## config.mk

```make
export PLATFORM = sky130hd
export DESIGN_NAME = pad_filter_top
export DESIGN_NICKNAME = d
export VERILOG_FILES = /design/src/pad_cfg_pkg.sv /design/src/pad_types_pkg.sv /design/src/pad_col_tracker.sv /design/src/pad_mask_lut.sv /design/src/pad_clr_encoder.sv /design/src/pad_out_stage.sv /design/src/pad_filter_top.sv
export SDC_FILE = /design/constraint.sdc
export NUM_CORES = 1
export LEC_CHECK = 0
export BUFFER_PORTS_ARGS = -buffer_cell sky130_fd_sc_hd__buf_2
export CAP_MARGIN = 20
export CORE_MARGIN = 5
export CORE_UTILIZATION = 28
export DETAILED_ROUTE_END_ITERATION = 8
export PLACE_DENSITY = 0.43
export SYNTH_ARGS = -nofsm -noshare
export SYNTH_HDL_FRONTEND = slang
export SYNTH_HIERARCHICAL = 1
export SYNTH_SLANG_ARGS = --single-unit
```

## constraint.sdc

```tcl
create_clock -name aclk -period 1.85 [get_ports aclk]
set_input_delay 0.37 -clock aclk [delete_from_list [all_inputs] [get_ports aclk]]
set_output_delay 0.37 -clock aclk [all_outputs]
set_load 0.03 [all_outputs]
```

## src/pad_cfg_pkg.sv

```systemverilog
// configuration constants of the zero-padding filter
// datapath count, kernel limits and derived field widths

package pad_cfg_pkg;

    // parallel datapaths handled each beat
    localparam int MEMBERS = 8;

    // largest odd kernel width, any smaller odd kernel is allowed
    localparam int KERNEL_W_MAX = 7;

    localparam int KW2_MAX = KERNEL_W_MAX / 2; // 7 -> 3, 5 -> 2, 3 -> 1

    // kernel_w_1 field and clr code share this width
    localparam int BITS_KERNEL_W = 3;

    // half kernel width, kernel_w_1 with its lsb dropped
    localparam int BITS_KW2 = BITS_KERNEL_W - 1;

endpackage

```

## src/pad_types_pkg.sv

```systemverilog
// packed structs of the zero-padding filter
// side-band word, column tracker state, registered result

package pad_types_pkg;

    import pad_cfg_pkg::*;

    // side-band word of one datapath for one beat
    typedef struct packed {
        logic                     is_config;    // config beat, full mask forced open
        logic                     is_cin_last;  // last input channel, column may step
        logic                     is_cols_1_k2; // high at column (cols-1-kw/2)
        logic [BITS_KERNEL_W-1:0] kernel_w_1;   // kernel width minus one
    } tuser_t;

    // column tracker state, all vectors indexed from 1 up to KW2_MAX
    typedef struct packed {
        logic [KW2_MAX:1] col_start;      // one-hot walk over the first kw/2 columns
        logic [KW2_MAX:1] col_end;        // one-hot walk towards the last column
        logic [KW2_MAX:1] col_end_masked; // col_end seen by the datapath before last full
    } col_state_t;

    // registered result of one datapath
    typedef struct packed {
        logic                     valid_full;    // full sum passes
        logic                     valid_partial; // partial sum passes
        logic [BITS_KERNEL_W-1:0] clr;           // 0 centre, odd left, even right
    } pad_out_t;

endpackage

```

## src/pad_col_tracker.sv

```systemverilog
// column position tracker of the padding filter
// per datapath start, end and masked end shift registers

`timescale 1ns/10ps

module pad_col_tracker
    import pad_cfg_pkg::*, pad_types_pkg::*;
(
    input  logic               aclk,
    input  logic               rst_n,
    input  logic               aclken,
    input  logic [MEMBERS-1:0] valid_in,
    input  tuser_t             user_in   [MEMBERS-1:0],
    output col_state_t         col_state [MEMBERS-1:0]
);

    for (genvar m = 0; m < MEMBERS; m++) begin : g_dp
        logic [BITS_KW2-1:0] kw2;          // kernel width / 2, used as lut select
        logic                step;         // column step of this datapath
        logic [KW2_MAX:0]    col_end_ext;  // col_end with a constant zero at index 0
        logic [KW2_MAX:1]    col_end_in;
        logic [KW2_MAX:1]    col_start_in;
        logic [KW2_MAX:0]    next_full_lut; // datapath sits just before the last full one
        col_state_t          state_q;

        assign kw2  = user_in[m].kernel_w_1[BITS_KERNEL_W-1:1];
        assign step = aclken && valid_in[m] && user_in[m].is_cin_last;

        assign col_end_ext  = {state_q.col_end, 1'b0}; // kw2 = 0 picks the zero
        assign col_end_in   = {state_q.col_end[KW2_MAX-1:1], user_in[m].is_cols_1_k2};
        assign col_start_in = {state_q.col_start[KW2_MAX-1:1], col_end_ext[kw2]}; // mux on kw2

        assign next_full_lut[0] = 1'b1; // kernel of 1, every datapath is full
        for (genvar k = 1; k <= KW2_MAX; k++) begin : g_kw
            localparam int KW = 2 * k + 1;
            assign next_full_lut[k] = (m % KW) == KW - 2;
        end

        always_ff @(posedge aclk or negedge rst_n) begin
            if (!rst_n) begin
                state_q.col_start      <= KW2_MAX'(1); // first column pending
                state_q.col_end        <= '0;
                state_q.col_end_masked <= '0;
            end else if (step) begin
                state_q.col_end   <= col_end_in;
                state_q.col_start <= col_start_in;
                if (next_full_lut[kw2]) begin
                    state_q.col_end_masked <= col_end_in; // same shift, narrower enable
                end
            end
        end

        assign col_state[m] = state_q;
    end

endmodule

```

## src/pad_mask_lut.sv

```systemverilog
// full and partial mask lookups of the padding filter
// one lut entry per odd kernel per datapath, selected by kw/2

`timescale 1ns/10ps

module pad_mask_lut
    import pad_cfg_pkg::*, pad_types_pkg::*;
(
    input  tuser_t             user_in   [MEMBERS-1:0],
    input  col_state_t         col_state [MEMBERS-1:0],
    output logic [MEMBERS-1:0] mask_full,
    output logic [MEMBERS-1:0] mask_partial
);

    for (genvar m = 0; m < MEMBERS; m++) begin : g_dp
        logic [BITS_KW2-1:0] kw2;         // lut select, 0 for a kernel of 1
        logic [KW2_MAX:0]    col_end_ext; // zero at index 0 keeps the triangle rows in range
        logic [KW2_MAX:0]    allow_full;

        assign kw2         = user_in[m].kernel_w_1[BITS_KERNEL_W-1:1];
        assign col_end_ext = {col_state[m].col_end, 1'b0};

        // kernel of 1 never pads
        assign allow_full[0] = 1'b1;

        for (genvar k = 1; k <= KW2_MAX; k++) begin : g_full_kw
            localparam int KW        = 2 * k + 1;
            localparam bit FULL_DP   = (m % KW) == KW - 1;         // last of its kernel group
            localparam bit UNUSED    = m >= (MEMBERS / KW) * KW;   // past the last whole group
            localparam bit MALFORMED = (m % KW) < k;               // wraps into the next row
            logic start_cols;

            assign start_cols = |col_state[m].col_start[k:1]; // first kw/2 columns

            // start and middle columns pass only full datapaths,
            // the last column passes the padded partial groups too
            assign allow_full[k] = (FULL_DP && !start_cols)
                                || (col_end_ext[k] && !MALFORMED && !UNUSED);
        end

        assign mask_full[m] = allow_full[kw2] | user_in[m].is_config; // config beats pass

        if (m == 0) begin : g_no_partial
            assign mask_partial[0] = 1'b0; // datapath 0 has no partial sum
        end else begin : g_partial
            logic [KW2_MAX:0] stop_partial;

            assign stop_partial[0] = 1'b1; // kernel of 1 has no partials

            for (genvar k = 1; k <= KW2_MAX; k++) begin : g_part_kw
                localparam int KW     = 2 * k + 1;
                localparam int LO     = m % KW;
                localparam bit UNUSED = m >= (MEMBERS / KW) * KW;
                logic end_partial;

                if (LO > k) begin : g_last_only
                    // partials here are only wrong on the last column
                    assign end_partial = col_end_ext[k];
                end else begin : g_triangle
                    // one row of the blocking triangle, bits LO..k
                    assign end_partial = |col_end_ext[k:LO];
                end

                assign stop_partial[k] = end_partial || UNUSED;
            end

            assign mask_partial[m] = !stop_partial[kw2];
        end
    end

endmodule

```

## src/pad_clr_encoder.sv

```systemverilog
// centre/left/right code of the padding filter
// registered left code from col_start, right code from col_end_masked

`timescale 1ns/10ps

module pad_clr_encoder
    import pad_cfg_pkg::*, pad_types_pkg::*;
(
    input  logic                     aclk,
    input  logic                     rst_n,
    input  logic                     aclken,
    input  logic [MEMBERS-1:0]       valid_in,
    input  tuser_t                   user_in   [MEMBERS-1:0],
    input  col_state_t               col_state [MEMBERS-1:0],
    output logic [BITS_KERNEL_W-1:0] clr_code  [MEMBERS-1:0]
);

    for (genvar m = 0; m < MEMBERS; m++) begin : g_dp
        logic                     step;
        logic [BITS_KERNEL_W-1:0] left_next;
        logic [BITS_KERNEL_W-1:0] left_q;
        logic [BITS_KERNEL_W-1:0] right;

        assign step = aclken && valid_in[m] && user_in[m].is_cin_last;

        // left = 1 + 2*(j-1) + kw - KERNEL_W_MAX for col_start bit j,
        // with kw = kernel_w_1 + 1 this folds to 2*j + kernel_w_1 - KERNEL_W_MAX
        always_comb begin
            left_next = '0; // empty col_start, centre
            for (int j = 1; j <= KW2_MAX; j++) begin
                if (col_state[m].col_start[j]) begin
                    left_next = BITS_KERNEL_W'(2 * j) + user_in[m].kernel_w_1
                              - BITS_KERNEL_W'(KERNEL_W_MAX); // wraps mod 2^BITS_KERNEL_W
                end
            end
        end

        always_ff @(posedge aclk or negedge rst_n) begin
            if (!rst_n) begin
                left_q <= BITS_KERNEL_W'(1); // first column is left of centre
            end else if (step) begin
                left_q <= left_next;
            end
        end

        // right = 2*j for col_end_masked bit j, 0 when empty
        always_comb begin
            right = '0;
            for (int j = 1; j <= KW2_MAX; j++) begin
                if (col_state[m].col_end_masked[j]) begin
                    right = BITS_KERNEL_W'(2 * j);
                end
            end
        end

        assign clr_code[m] = left_q | right;
    end

endmodule

```

## src/pad_out_stage.sv

```systemverilog
// output register of the padding filter
// gates valids with both masks and registers them with the clr code

`timescale 1ns/10ps

module pad_out_stage
    import pad_cfg_pkg::*, pad_types_pkg::*;
(
    input  logic                     aclk,
    input  logic                     rst_n,
    input  logic                     aclken,
    input  logic [MEMBERS-1:0]       valid_in,
    input  logic [MEMBERS-1:0]       mask_full,
    input  logic [MEMBERS-1:0]       mask_partial,
    input  logic [BITS_KERNEL_W-1:0] clr_code [MEMBERS-1:0],
    output pad_out_t                 res_out  [MEMBERS-1:0]
);

    // joins the mask and clr branches, fixed one cycle latency
    always_ff @(posedge aclk or negedge rst_n) begin
        if (!rst_n) begin
            for (int m = 0; m < MEMBERS; m++) begin
                res_out[m] <= '0;
            end
        end else if (aclken) begin // stall holds every result
            for (int m = 0; m < MEMBERS; m++) begin
                res_out[m].valid_full    <= valid_in[m] & mask_full[m];
                res_out[m].valid_partial <= valid_in[m] & mask_partial[m];
                res_out[m].clr           <= clr_code[m];
            end
        end
    end

endmodule

```

## src/pad_filter_top.sv

```systemverilog
// top level of the horizontal zero-padding filter
// column tracker feeding mask lookup and clr encoder, then output stage

`timescale 1ns/10ps

module pad_filter_top
    import pad_cfg_pkg::*, pad_types_pkg::*;
(
    input  logic               aclk,
    input  logic               rst_n,
    input  logic               aclken,    // global stall, low freezes all state
    input  logic [MEMBERS-1:0] valid_in,
    input  tuser_t             user_in [MEMBERS-1:0],
    output pad_out_t           res_out [MEMBERS-1:0]
);

    col_state_t               col_state [MEMBERS-1:0];
    logic [MEMBERS-1:0]       mask_full;
    logic [MEMBERS-1:0]       mask_partial;
    logic [BITS_KERNEL_W-1:0] clr_code  [MEMBERS-1:0];

    pad_col_tracker tracker_inst (
        .aclk      (aclk),
        .rst_n     (rst_n),
        .aclken    (aclken),
        .valid_in  (valid_in),
        .user_in   (user_in),
        .col_state (col_state)
    );

    pad_mask_lut mask_lut_inst (
        .user_in      (user_in),
        .col_state    (col_state),
        .mask_full    (mask_full),
        .mask_partial (mask_partial)
    );

    pad_clr_encoder clr_encoder_inst (
        .aclk      (aclk),
        .rst_n     (rst_n),
        .aclken    (aclken),
        .valid_in  (valid_in),
        .user_in   (user_in),
        .col_state (col_state),
        .clr_code  (clr_code)
    );

    pad_out_stage out_stage_inst (
        .aclk         (aclk),
        .rst_n        (rst_n),
        .aclken       (aclken),
        .valid_in     (valid_in),
        .mask_full    (mask_full),
        .mask_partial (mask_partial),
        .clr_code     (clr_code),
        .res_out      (res_out)
    );

endmodule

```

# Yosys cells after proc, flatten, opt, wreduce, memory -nomap -nowiden
# Cells that the tools add are included.
[classes]
n_addsub = 48
magnitude_cmp = 8
mux = 108
n_bitwise = 31
reduce_logical = 44
[op_table]
columns = ["op", "n"]
rows = [
  ["$mux W3", 40],
  ["$sub A3 B3 Y3 const B", 24],
  ["$bmux W1 S2", 30],
  ["$add A3 B3 Y3 const A", 16],
  ["$mux W1", 30],
  ["$add A2 B3 Y3 const A", 8],
  ["$lt A2 B3 Y1 const B", 8],
  ["$or A3 B3 Y3", 8],
  ["$logic_and A1 B1 Y1", 16],
  ["$mux W2", 8],
  ["$reduce_and A2 Y1", 8],
  ["$and A1 B1 Y1", 15],
  ["$logic_not A1 Y1", 11],
  ["$or A1 B1 Y1", 8],
  ["$reduce_or A2 Y1", 3],
  ["$reduce_or A3 Y1", 2],
  ["$logic_or A1 B1 Y1", 4],
]
[totals]
register_bits = 135
in_bits = 59
out_inout_bits = 40
elab_cells = 294

# Longest topological paths before layout
[depth]
depth_word = 7
ltp_mapped = 6
ltp_nobuf = 5

# By module
# The synthesis kept the hierarchy.
[by_module_without_submodules]
columns = ["mod", "instances", "cells_each", "area_each_um2", "seq_area_each_um2"]
rows = [
  ["pad_col_tracker", 1, 219, 3164.3, 1811.7],
  ["pad_clr_encoder", 1, 226, 1905.6, 610.6],
  ["pad_out_stage", 1, 118, 1562.7, 1001.0],
  ["pad_mask_lut", 1, 42, 264.0, 0.0],
]

# Worst setup path after synthesis
# OpenSTA, ideal clock, no wires.
[synth_timing]
kind = "input-to-reg"
startpoint = "input aclken"
endpoint = "register tracker_inst.g_dp[7].state_q (netlist bit tracker_inst/col_state[63])"
setup_ns = 0.125
arrival_ns = 1.294
required_time_ns = 1.725
slack_ns = 0.431
path_stages = 5
path_buffers = 2
path_cell_list = "buf_6 -> buf_4 -> nand3_2 -> nor2_2 -> mux2_2"
[synth_between]
elab_chain_len = 3
[synth_lines]
columns = ["item", "line_no", "text"]
rows = [
  ["start, declared", "pad_filter_top.sv:11", "input logic aclken,"],
  ["$logic_and A1 B1 Y1 (2 in a row)", "pad_col_tracker.sv:27", "assign step = aclken && valid_in[m] && user_in[m].is_cin_last;"],
  ["$reduce_and A2 Y1 (no line)", "n/a", ""],
  ["end, declared", "pad_col_tracker.sv:24", "col_state_t state_q;"],
]
# Every way passes these cells.
# A chain may end at the register's enable or synchronous reset.

# Worst setup path in the final report
[layout_timing]
startpoint = "register, netlist name out_stage_inst/res_out[4]"
endpoint = "output res_out[4] (netlist bit)"
[layout_lines]
columns = ["item", "line_no", "text"]
rows = [
  ["end, declared", "pad_filter_top.sv:14", "output pad_out_t res_out [MEMBERS-1:0]"],
]
# No word-level cell between the ends.

==> out/metrics.yaml <==
antenna_left: 0
min_path_type: "in -> reg"
maxSlewViolCount: 0
seq_area_um2: 3420
finalClockSkew_ns: 0.00962
post_cts_buffers: 0
wirelength_um: 15000
dp_hpwl_um: 11100
num-nets-final: 777
syn_to_final_growth_pct: 21.1
synth_edf_count: 0
num_rows: 57
cts_resized: 0
timing.final.crit_period_ns: 1.39
initial_utilization_pct: 28.4
fin_crit_sh_pct: 75.0
grt_usage_pct: 11.1
cp-start-kind: "flop"
final_area_um2: 8350
synth_top_area_share_pct: 43.5
gp_congestion: 0.772
fillers: 2454
rsz0062_at_grt: "false"
worst-endpoint-required_ns: 1.48
worstSetupPathType: "reg -> out"
drc_errors: 0
antenna_found_initial: 0
clock_sinks: 136
avgSynthCellArea_um2: 11.4
drive_above_1_share_pct: 37.9
rr_startpoint: "tracker_inst/col_state[25]"
critPathTopFamily: "flip-flops"
finalSetupViolCount: 0
io_buffers: 98
drt_iter0_markers: 176
cp_slowest_cell: "dfrtp_1"
multi_input_area_um2: 3010
diodes: 0
synthCells: 605
grt_pass1_vias: 4933
cts_max_path_buffers: 2
cts_tree: "built"
die_w_um: 167
cts_buffers: 17
grt_start_max_net_pins: 46
power_leakage_nw: 3.80
hp-start: "user_in[0]"
dieHeight_um: 167
clkTransAtPathRegs_ns: 0.06
h-tree-depth: 4
hold_slack_ns: 0.138
ys_top_cells_by_area: "dfrtp_1 44%, mux2_2 13%, dfstp_2 6.1%, mux2_4 3.7%, inv_1 3.0%"
seq_area_frac_synth_pct: 49.6
p_per_area_nw_per_um2: 1350
path_buf_inv: 1
ys_types: 49
overflow: 0
outcome: "completed"
postSynth.asyncResetShare_pct: 100
critical-path-max-stage-delay_ns: 0.39
vias_per_cell: 4.55
place_area_um2: 7690
core_um2: 24300
wire_per_inst_um: 14.5
yosysTopAreaCell: "dfrtp_1"
synth_most_common_cell: "dfrtp_1"
netlist_area_um2: 6900
cp.arrival_ns: 1.02
fmax_mhz: 721
hold_violations: 0
end_kind: "output port"
critPathLaunch: "out_stage_inst/res_out[4]"
yosysWarnings: 6
io_pins: 99
maxCapViolations: 0
power_mw: 11.2
ys_seq_elements: 136
first_pass_iters: 4
crit_path_cell_trace: "buf_2"
clkLatencyLatePin_ns: 0.41
critPathMaxFanout: 2
die_area_um2: 27900
ys_top_cells_by_count: "120 x dfrtp_1, 79 x mux2_2, 56 x inv_1, 31 x nand2_1, 27 x buf_4"
synthFlopType: "dfrtp_1"
cts_root_buf: "clkbuf_16"
grt_pass1_wl_um: 25500
via_count: 4725
tns_ns: 0
peakVddDrop_mv: 0.443
-- state kept, by name, summed over array words and instances (netlist names) --
register                      count
clr_encoder_inst/g_dp.left_q     24
out_stage_inst/res_out           40
tracker_inst/col_state           72
-- per-stage QoR --
| stage | instances | setup WS (ns) | util (%) |
|---|---|---|---|
| final | 1039 | 0.463 | 34.3 |
| after global routing | 1039 | 0.403 | 34.3 |
| after CTS | 1039 | 0.429 | 34.3 |
| after detailed placement | 1006 | 0.209 | 31.6 |
| after global placement | 1006 | 0.233 | 31.6 |
| after floorplan | 606 | 0.431 | - |
-- layout by cell type, fill, tap and decap left out, types with 15 or more instances in the layout --
cell / n
a31oi_1: 19
buf_2: 96
clkbuf_16: 17
dfrtp_1: 120
dfstp_2: 16
ha_1: 16
inv_1: 56
mux2_2: 79
mux2_4: 17
nand2_1: 31
nand3_1: 24
nor2_1: 20
nor3_1: 16
o21ai_0: 25
o31ai_1: 20
xnor2_1: 15
-- timing repair --
action / 4_1_cts / 5_1_grt
endpoints found under the setup margin: 0 / 0
endpoints found under the hold margin: 30 / 0
hold buffers: 1 / 0
-- final cells by class --
type                            count  area share (%)
Clock buffer                       22            5.80
Clock inverter                     10            1.98
Inverter                           56            2.52
Multi-Input combinational cell    379            36.0
Sequential cell                   136            41.0
Tap cell                          324            4.85
Timing Repair Buffer              112            7.87
-- logic make-up (layout without fill, tap and decap cells) --
family | Yosys count | count (layout) | synth area share (%)
AOI/OAI and AO/OA | 107 | 107 | 10.3
xor gates and xnor gates | 16 | 16 | 2.03
adders and majority gates | 16 | 16 | 2.90
buffers and inverters | 91 | 200 | 6.82
DFF | 136 | 136 | 49.6
muxes | 98 | 98 | 16.9
other | 1 | 2 | 0.0544
and+or+nand+nor | 140 | 140 | 11.3
-- metal layers --
layer  up-vias  GRT usage, %  share of wire (%)
met5         -             0                  0
met4         0          2.60               0.89
met3         7          3.70                4.0
met2        82          17.1                 46
met1      2311          15.1                 49
li1       2325             -                  -
-- power by group --
part / internal, mW / switching, mW
Sequential: 3.97 / 0.784
Clock: 2.41 / 1.28
Combinational: 1.37 / 1.42
Total: 7.75 / 3.48
-- path summary, 6_finish.rpt --
check | cells after the start | endpoint | slack, ns
min reg2reg | 2 | clr_encoder_inst/g_dp[7].left_q[0] | 0.47
max | 1 | res_out[4] | 0.46
max reg2reg | 3 | clr_encoder_inst/g_dp[2].left_q[2] | 0.54
min in group asynchronous | 2 | out_stage_inst/res_out[27] | 0.43
min | 2 | clr_encoder_inst/g_dp[0].left_q[0] | 0.14
max in group asynchronous | 3 | tracker_inst/col_state[42] | 0.75
Note: power is estimated with default switching activity, not from simulation.
